**src/source/ttc_settings.svh**
```systemverilog
// values shared by RTL and testbench; FIFO depth must be a power of two no larger than 16
`ifndef TTC_SETTINGS_SVH
`define TTC_SETTINGS_SVH

// acquisition channels served by one TTC link
`define NUM_CHAN 5

// bursts per channel in DDR3, 2^23
`define DDR3_CAPACITY 8388608

// the only type passed in async mode
`define ASYNC_READOUT_TYPE 5'd7

// info words buffered for the trigger processor
// also the credit the receiver holds out of reset
`define TRIG_FIFO_DEPTH 16

`endif

```
**src/source/acq_channel_pkg.sv**
```systemverilog
// channel-side types; burst counts wrap at 23 bits, matching one channel's DDR3
`include "ttc_settings.svh"

package acq_channel_pkg;

  // DDR3 bursts
  // used for occupancy, threshold and readout size
  typedef logic [22:0] burst_count_t;

  // waveforms per acquisition
  typedef logic [11:0] wfm_count_t;

  // one enable bit per channel
  typedef logic [`NUM_CHAN-1:0] chan_mask_t;

endpackage

```
**src/source/ttc_trigger_pkg.sv**
```systemverilog
// trigger-side types; widths are fixed by the 128-bit trigger info word format
package ttc_trigger_pkg;

  // TTC trigger type, indexes trig_settings
  typedef logic [4:0] trig_type_t;

  // global trigger number and accepted event number
  typedef logic [23:0] trig_count_t;

  // clock cycles since reset
  typedef logic [43:0] trig_stamp_t;

  // {30'd0, empty, type, event num, trigger num, timestamp}
  typedef logic [127:0] trig_word_t;

  typedef logic [31:0] overflow_count_t; // blocked triggers

  // holds 0 .. TRIG_FIFO_DEPTH
  typedef logic [4:0] credit_count_t;

  // receiver FSM
  typedef enum logic [1:0] {
    idle,            // waiting for a trigger
    send_trigger,    // pass or block decision
    store_trig_info, // write info word once a credit is held
    error            // trigger while channels busy, left only by reset
  } recv_state_t;

endpackage

```
**src/source/ddr3_occupancy_tracker.sv**
```systemverilog
// occupancy wraps at 2^23 bursts; a trigger and a readout in the same cycle leave it unchanged
`timescale 1ns/1ps
`include "ttc_settings.svh"

module ddr3_occupancy_tracker (
  input  logic                          clk,
  input  logic                          reset,
  input  logic                          async_mode,   // occupancy held at zero
  input  logic                          acq_trigger,  // one event per enabled channel
  input  logic                          readout_done, // one event read out
  input  acq_channel_pkg::chan_mask_t   chan_en,
  input  acq_channel_pkg::burst_count_t burst_count [`NUM_CHAN], // bursts per waveform - 1
  input  acq_channel_pkg::wfm_count_t   wfm_count [`NUM_CHAN],
  input  acq_channel_pkg::burst_count_t readout_size,
  input  acq_channel_pkg::burst_count_t thres_ddr3_overflow,
  output acq_channel_pkg::burst_count_t stored_bursts [`NUM_CHAN],
  output logic                          ddr3_full,
  output logic                          ddr3_almost_full
);
  import acq_channel_pkg::*;

  burst_count_t         acq_size [`NUM_CHAN];   // bursts one acquisition takes
  logic [23:0]          free_space [`NUM_CHAN]; // empty channel holds 2^23
  logic [`NUM_CHAN-1:0] chan_full;
  logic [`NUM_CHAN-1:0] chan_warn;

  always_comb begin
    for (int i = 0; i < `NUM_CHAN; i++) begin
      // two header bursts per acquisition
      acq_size[i] = (burst_count[i] + burst_count_t'(1)) * burst_count_t'(wfm_count[i])
                    + burst_count_t'(2);
      free_space[i] = 24'(`DDR3_CAPACITY) - {1'b0, stored_bursts[i]};
      // disabled channels never block
      chan_full[i] = chan_en[i] && (free_space[i] < {1'b0, acq_size[i]});
      chan_warn[i] = stored_bursts[i] > thres_ddr3_overflow; // all channels
    end
  end

  // any channel decides
  assign ddr3_full        = |chan_full;
  assign ddr3_almost_full = |chan_warn;

  always_ff @(posedge clk) begin
    for (int i = 0; i < `NUM_CHAN; i++) begin
      if (reset || async_mode) begin
        stored_bursts[i] <= '0;
      end else if (chan_en[i]) begin
        if (acq_trigger && !readout_done) begin
          stored_bursts[i] <= stored_bursts[i] + acq_size[i];
        end else if (readout_done && !acq_trigger) begin
          stored_bursts[i] <= stored_bursts[i] - readout_size; // command manager sized it
        end
      end
    end
  end

endmodule

```
**src/source/trigger_info_fifo.sv**
```systemverilog
// depth must be a power of two; consumer may hold at most 31 unused credits at once
`timescale 1ns/1ps
`include "ttc_settings.svh"

module trigger_info_fifo (
  input  logic                        clk,
  input  logic                        reset,
  input  logic                        word_valid,       // receiver holds a credit
  input  ttc_trigger_pkg::trig_word_t word_data,
  input  logic                        trig_info_credit, // consumer grants one word
  output logic                        credit_return,    // slot freed, back to receiver
  output logic                        trig_info_valid,
  output ttc_trigger_pkg::trig_word_t trig_info_data
);
  import ttc_trigger_pkg::*;

  trig_word_t                        mem [`TRIG_FIFO_DEPTH];
  logic [$clog2(`TRIG_FIFO_DEPTH):0] wr_ptr;     // top bit is the wrap flag
  logic [$clog2(`TRIG_FIFO_DEPTH):0] rd_ptr;
  credit_count_t                     out_credit; // words the consumer can take
  logic                              not_empty;
  logic                              send;

  assign not_empty = (wr_ptr != rd_ptr); // equal pointers incl. wrap bit

  // no overflow check on writes, the receiver credit covers it
  // oldest word leaves only with both an entry and a credit
  assign send = not_empty && (out_credit != '0);

  // consumer never stalls, so valid alone completes the transfer
  assign trig_info_valid = send;
  assign trig_info_data  = mem[rd_ptr[$clog2(`TRIG_FIFO_DEPTH)-1:0]];

  // each sent word frees one slot
  assign credit_return = send;

  // storage
  always_ff @(posedge clk) begin
    if (word_valid) begin
      mem[wr_ptr[$clog2(`TRIG_FIFO_DEPTH)-1:0]] <= word_data;
    end
  end

  // pointers and consumer credits
  always_ff @(posedge clk) begin
    if (reset) begin
      wr_ptr     <= '0;
      rd_ptr     <= '0;
      out_credit <= '0; // consumer has granted nothing yet
    end else begin
      if (word_valid) begin
        wr_ptr <= wr_ptr + 1'b1;
      end
      if (send) begin
        rd_ptr <= rd_ptr + 1'b1;
      end
      // grant and spend may coincide
      out_credit <= out_credit + credit_count_t'(trig_info_credit)
                    - credit_count_t'(send);
    end
  end

endmodule

```
**src/source/ttc_trigger_receiver.sv**
```systemverilog
// one trigger in flight; triggers outside idle are dropped; error state is left only by reset
`timescale 1ns/1ps
`include "ttc_settings.svh"

module ttc_trigger_receiver (
  input  logic                             clk,                  // 40 MHz TTC clock
  input  logic                             reset,
  input  logic                             reset_trig_num,       // TTC channel B reset
  input  logic                             reset_trig_timestamp, // TTC channel B reset
  input  logic                             trigger,
  input  ttc_trigger_pkg::trig_type_t      trig_type,
  input  logic [31:0]                      trig_settings,        // enable bit per type
  input  logic                             async_mode,
  input  logic                             acq_ready,            // channels idle
  input  logic                             ddr3_full,            // from occupancy tracker
  input  logic                             credit_return,        // FIFO sent a word
  output logic                             acq_trigger,
  output ttc_trigger_pkg::trig_type_t      acq_trig_type,
  output ttc_trigger_pkg::trig_count_t     acq_trig_num,
  output ttc_trigger_pkg::trig_count_t     trig_num,
  output ttc_trigger_pkg::trig_stamp_t     trig_timestamp,
  output ttc_trigger_pkg::overflow_count_t ddr3_overflow_count,
  output logic                             error_trig_rate,
  output logic                             word_valid,
  output ttc_trigger_pkg::trig_word_t      word_data
);
  import ttc_trigger_pkg::*;

  recv_state_t   state;
  recv_state_t   next_state;
  trig_stamp_t   stamp_cnt;      // free-running cycle count
  trig_count_t   acq_event_cnt;  // next accepted event number
  trig_count_t   word_event_num; // event number as seen at the decision
  credit_count_t credit;         // free slots in the info FIFO
  logic          empty_event;    // word describes a blocked trigger
  logic          trig_start;
  logic          trig_pass;
  logic          overflow;

  assign trig_start = (state == idle) && trigger;

  // decision on the latched type, only meaningful in send_trigger
  always_comb begin
    overflow = 1'b0;
    if (async_mode) begin
      trig_pass = (acq_trig_type == `ASYNC_READOUT_TYPE); // async readout only
    end else begin
      trig_pass = trig_settings[acq_trig_type] && !ddr3_full;
      overflow  = trig_settings[acq_trig_type] && ddr3_full; // enabled, but no room
    end
  end

  // pass to the acquisition controller during send_trigger
  assign acq_trigger = (state == send_trigger) && acq_ready && trig_pass;

  // spends one credit, FSM leaves store_trig_info at the same edge
  assign word_valid = (state == store_trig_info) && (credit != '0);

  assign error_trig_rate = (state == error);

  always_comb begin
    next_state = state;
    case (state)
      idle: begin
        if (trigger) begin
          next_state = send_trigger;
        end
      end
      send_trigger: begin
        // channels still busy with the previous event
        next_state = acq_ready ? store_trig_info : error;
      end
      store_trig_info: begin
        if (credit != '0) begin
          next_state = idle;
        end
      end
      error: begin
        next_state = error; // hard error
      end
      default: begin
        next_state = idle;
      end
    endcase
  end

  // FSM, credits, overflow counter
  always_ff @(posedge clk) begin
    if (reset) begin
      state               <= idle;
      credit              <= credit_count_t'(`TRIG_FIFO_DEPTH); // FIFO starts empty
      ddr3_overflow_count <= '0;
      acq_trig_type       <= '0;
    end else begin
      state  <= next_state;
      credit <= credit - credit_count_t'(word_valid) + credit_count_t'(credit_return);
      if ((state == send_trigger) && acq_ready && overflow) begin
        ddr3_overflow_count <= ddr3_overflow_count + 1'b1;
      end
      if (trig_start) begin
        acq_trig_type <= trig_type;
      end
    end
  end

  // numbering, all start at 1
  always_ff @(posedge clk) begin
    if (reset || reset_trig_num) begin
      trig_num      <= trig_count_t'(1);
      acq_trig_num  <= trig_count_t'(1);
      acq_event_cnt <= trig_count_t'(1);
    end else begin
      if (trig_start) begin
        acq_trig_num <= trig_num;        // number of this trigger
        trig_num     <= trig_num + 1'b1;
      end
      if (acq_trigger) begin
        acq_event_cnt <= acq_event_cnt + 1'b1; // accepted events only
      end
    end
  end

  // timestamp of the trigger edge
  always_ff @(posedge clk) begin
    if (reset || reset_trig_timestamp) begin
      stamp_cnt      <= '0;
      trig_timestamp <= '0;
    end else begin
      stamp_cnt <= stamp_cnt + 1'b1;
      if (trig_start) begin
        trig_timestamp <= stamp_cnt;
      end
    end
  end

  // word fields settled at the end of send_trigger
  always_ff @(posedge clk) begin
    if (state == send_trigger) begin
      empty_event    <= !trig_pass;
      word_event_num <= acq_event_cnt; // pre-increment, so first event is 1
    end
  end

  assign word_data = {30'd0, empty_event, acq_trig_type, word_event_num,
                      acq_trig_num, trig_timestamp};

endmodule

```
**src/source/ttc_trigger_subsystem.sv**
```systemverilog
// TTC trigger handling for NUM_CHAN channels; acquisition controller and DDR3 sit outside
`timescale 1ns/1ps
`include "ttc_settings.svh"

module ttc_trigger_subsystem (
  input  logic                             clk,                  // 40 MHz TTC clock
  input  logic                             reset,
  input  logic                             reset_trig_num,
  input  logic                             reset_trig_timestamp,
  input  logic                             trigger,
  input  ttc_trigger_pkg::trig_type_t      trig_type,
  input  logic [31:0]                      trig_settings,
  input  logic                             async_mode,
  input  logic                             acq_ready,
  input  acq_channel_pkg::chan_mask_t      chan_en,
  input  acq_channel_pkg::burst_count_t    burst_count [`NUM_CHAN],
  input  acq_channel_pkg::wfm_count_t      wfm_count [`NUM_CHAN],
  input  acq_channel_pkg::burst_count_t    readout_size,         // from command manager
  input  logic                             readout_done,
  input  acq_channel_pkg::burst_count_t    thres_ddr3_overflow,
  input  logic                             trig_info_credit,     // trigger processor side
  output logic                             acq_trigger,          // to acquisition controller
  output ttc_trigger_pkg::trig_type_t      acq_trig_type,
  output ttc_trigger_pkg::trig_count_t     acq_trig_num,
  output ttc_trigger_pkg::trig_count_t     trig_num,             // status from here down
  output ttc_trigger_pkg::trig_stamp_t     trig_timestamp,
  output acq_channel_pkg::burst_count_t    stored_bursts [`NUM_CHAN],
  output ttc_trigger_pkg::overflow_count_t ddr3_overflow_count,
  output logic                             ddr3_almost_full,
  output logic                             error_trig_rate,
  output logic                             trig_info_valid,
  output ttc_trigger_pkg::trig_word_t      trig_info_data
);
  import ttc_trigger_pkg::*;

  logic       ddr3_full;     // tracker to receiver
  logic       word_valid;    // receiver to FIFO
  trig_word_t word_data;
  logic       credit_return; // FIFO to receiver

  ttc_trigger_receiver receiver (
    .clk, .reset, .reset_trig_num, .reset_trig_timestamp,
    .trigger, .trig_type, .trig_settings, .async_mode, .acq_ready,
    .ddr3_full, .credit_return,
    .acq_trigger, .acq_trig_type, .acq_trig_num, .trig_num, .trig_timestamp,
    .ddr3_overflow_count, .error_trig_rate, .word_valid, .word_data
  );

  ddr3_occupancy_tracker tracker (
    .clk, .reset, .async_mode, .acq_trigger, .readout_done,
    .chan_en, .burst_count, .wfm_count, .readout_size, .thres_ddr3_overflow,
    .stored_bursts, .ddr3_full, .ddr3_almost_full
  );

  trigger_info_fifo info_fifo (
    .clk, .reset, .word_valid, .word_data, .trig_info_credit,
    .credit_return, .trig_info_valid, .trig_info_data
  );

endmodule

```
**config.mk**
```make
export PLATFORM = sky130hd
export DESIGN_NAME = ttc_trigger_subsystem
export DESIGN_NICKNAME = d
export VERILOG_FILES = /design/src/source/acq_channel_pkg.sv /design/src/source/ttc_trigger_pkg.sv /design/src/source/ddr3_occupancy_tracker.sv /design/src/source/trigger_info_fifo.sv /design/src/source/ttc_trigger_receiver.sv /design/src/source/ttc_trigger_subsystem.sv
export VERILOG_INCLUDE_DIRS = /design/src /design/src/source
export SDC_FILE = /design/constraint.sdc
export NUM_CORES = 2
export LEC_CHECK = 0
export BUFFER_PORTS_ARGS = -buffer_cell sky130_fd_sc_hd__buf_4
export CAP_MARGIN = 15
export CELL_PAD_IN_SITES_DETAIL_PLACEMENT = 0
export CELL_PAD_IN_SITES_GLOBAL_PLACEMENT = 2
export CORE_MARGIN = 1
export CORE_UTILIZATION = 44
export DETAILED_ROUTE_END_ITERATION = 8
export PLACE_DENSITY_LB_ADDON = 0.12
export SYNTH_ARGS = -nofsm -noshare
export SYNTH_HDL_FRONTEND = slang
export SYNTH_SLANG_ARGS = --single-unit
```
**constraint.sdc**
```tcl
create_clock -name clk -period 16.2 [get_ports clk]
set_input_delay 0.81 -clock clk [delete_from_list [all_inputs] [get_ports clk]]
set_output_delay 0.81 -clock clk [all_outputs]
set_load 0.005 [all_outputs]
```
==> flow_summary.toml <==
[yosys]
syn_avg_cell_area_sq_um = 12.37
synth_edf_count = 1593
synth_ff_type = "edfxtp_1"
yosys_warnings = 0
async_reset_ff_share_pct = 0
synth.ff_latch_count = 1931
yosysTopAreaCell = "edfxtp_1"
synth_top_area_share_pct = 40.34
seq_area_frac_synth_pct = 46.05
synthCells = 9587
synth.area.top_cells = "edfxtp_1 40%, fa_1 13%, mux4_2 9.5%"
synth_area_sq_um = 118600
yosys.cell_types.count = 94

[grt]
grt_pass1_vias = 79360
grt_max_degree = 114
gr-total-overflow = 0
grt_usage_pct = 25.34
grt_pass1_wl_mm = 512.1
grt_antenna_before_repair = 14

[floorplanning]
core_region_area_sq_um = 267900
fp.dieArea_sq_um = 271600
io_pins = 648
chipHeight_um = 521.1
die_w_um = 521.1
initial_core_util_pct = 44.26
rows = 190

[timing]
setup_viol = 0
min_period_over_period_pct = 84.21
rsz0062_at_grt = "no"
skew_ps = 113.4
maxSlewViolCount = 0
slew_headroom_pct = 22.31
min_period_ps = 13640
tightest_slew_ps = 1161
hold_viol_final = 0
fin_setup_tns_ps = 0
fmax_mhz = 73.30

[final_layout]
stdcell_area_sq_um = 133500
synthToLayoutAreaGrowth_pct = 12.57
layout-drive-gt1-share_pct = 16.22
final_common_cell = "edfxtp_1"
layout_common_cells = "1593 x edfxtp_1, 1287 x nand2_1, 1081 x inv_1"
layout.nets = 11680

[setup_path]
startpoint = "burst_count[46]"
crit_top_cell = "fa_1"
max_stage_delay_ps = 690
cp-end-kind = "flop"
arrival_ps = 14360
slowest_stage = "a2111oi_0"
startpoint_type = "input pin"
crit_fanout = 47
reg2reg_from = "tracker.stored_bursts[94]$_SDFFE_PP0P_"
critPathKind = "in2reg"
cp.required_ps = 16920

[pwr]
p_int_uw = 12910
pwr-share-comb_pct = 53.6
power.leakage_uw = 0.05322
clockPowerShare_pct = 21.3
switchingPower_uw = 8918
switching_share_pct = 40.86
pwr-share-seq_pct = 25.2
vdd_drop_max_uv = 178.2
power_density_nw_per_um2 = 163.5

[run_status]
status = "complete, no violations"

[clocking]
cts-resized-gates = 0
cts_buffer_depth = 4
clock_latency_ps = 890
clkTransAtPathRegs_ps = 60
cts_tree = "built"
holdBufCountCts = 0
cts_inserted_buffers = 207
post_cts_buffers = 0
htree_levels = 4
cts_root_buf = "clkbuf_16"
cts_sinks = 1931

[worst_hold_path]
hold_path_startpoint = "trig_type[0]"
hold_path_class = "in2reg"

[route]
drtIter0Drc = 5614
vias_per_cell = 5.525
first_pass_iters = 5
wirelength_met1_mm = 144.2
vias = 76290
avgRoutedWirePerCell_um = 24.94
route.met2.wl_mm = 170.3
top_layer_used = "met5"
wl_mm = 344.3
drc_errors = 0
drt.antenna.violating_nets = 0
met3WireLength_mm = 20.40

[placed_design]
dp_hpwl_mm = 232.3
place.gp.congestion = 0.8852
post_dp_cell_area_sq_um = 126800
io_buffers = 617

[flow_run]
maxCapViolCount = 0
[path summary, 6_finish.rpt]
check	end	slack (ps)	cells after the start
max	tracker.stored_bursts[68]$_SDFFE_PP0P_	2560	48
min	receiver.acq_trig_type[0]$_SDFFE_PP0P_	240	3
max reg2reg	tracker.stored_bursts[68]$_SDFFE_PP0P_	6160	34
min reg2reg	receiver.word_event_num[16]$_DFFE_PN_	440	0
[layer usage]
metal,vias to the layer above,track usage [%]
li1,34290,-
met1,39520,33.46
met2,2085,43.45
met3,391,3.789
met4,2,6.837
met5,-,0
[state kept, by name, summed over array words and instances (netlist names), 24 cells and up, named ones only]
signal and cells:
receiver.ddr3_overflow_count 32, tracker.stored_bursts 115, receiver.trig_timestamp 44, info_fifo.mem 1568, receiver.word_event_num 24, receiver.acq_trig_num 24, receiver.trig_num 24, receiver.acq_event_cnt 24
receiver.stamp_cnt 44
[synthesized netlist by cell type, drive strengths merged, types with 29 or more instances]
cell	instances
ha	578
and4	29
nand3	146
buf	152
o21a	49
nor3	110
nor2b	91
inv	1081
fa	752
dfxtp	338
o21ai	155
and3	48
or3	58
edfxtp	1593
nand2b	70
nor2	336
clkbuf	343
nand2	1288
nand4	90
and2	230
mux4	500
a21oi	482
nor4	48
xnor2	309
a21o	135
xor2	232
a211oi	31
[cells by family (layout without fill, tap and decap cells)]
kind of cell    count (synthesis)  after routing  share of synthesized area (%)
simple gates                 2637           2637                          10.44
flops                        1931           1931                          46.05
buf+inv                      1577           2208                          5.326
fa+ha+maj                    1330           1330                          18.80
compound gates               1020           1020                          5.230
xor+xnor                      562            562                          4.408
mux                           529            529                          9.749
other cells                     1             38                       0.003163
[critical path, delay by kind of cell]
family / cells / cell delay [ps]
compound gates: 14 / 3330
xor+xnor: 10 / 2640
fa+ha+maj: 9 / 3890
buf+inv: 5 / 1080
simple gates: 10 / 2500
[area by class of cell]
type	count	area (sq um)
Antenna cell	8	20.02
Tap cell	3552	4444
Timing Repair Buffer	750	5731
Fill cell	23550	134400
Inverter	1082	4061
Clock inverter	103	949.7
Multi-Input combinational cell	6108	57960
Clock buffer	273	5693
Sequential cell	1931	54620
[through the flow]
step,total power (uW),cells,worst slack [ps],util [%],hold WS [ps]
detailed placement,17400,13420,1813,47.33,423.1
CTS,22150,13800,2610,49.81,180.2
finish,21830,13810,2558,49.82,237.1
global route,23650,13800,1594,49.82,198.4
floorplan,13790,9616,4125,-,408.2
global placement,17290,13420,2275,47.33,422.1
[power by group through the flow]
stage / Combinational [uW] / Sequential, uW / Clock [uW]
after global placement: 11700 / 5600 / 0
final: 11700 / 5490 / 4650
after floorplan: 8250 / 5550 / 0
after CTS: 11900 / 5490 / 4750
after detailed placement: 11800 / 5600 / 0
after global routing: 13200 / 5500 / 4920
Power figures use the tool's default switching activity.
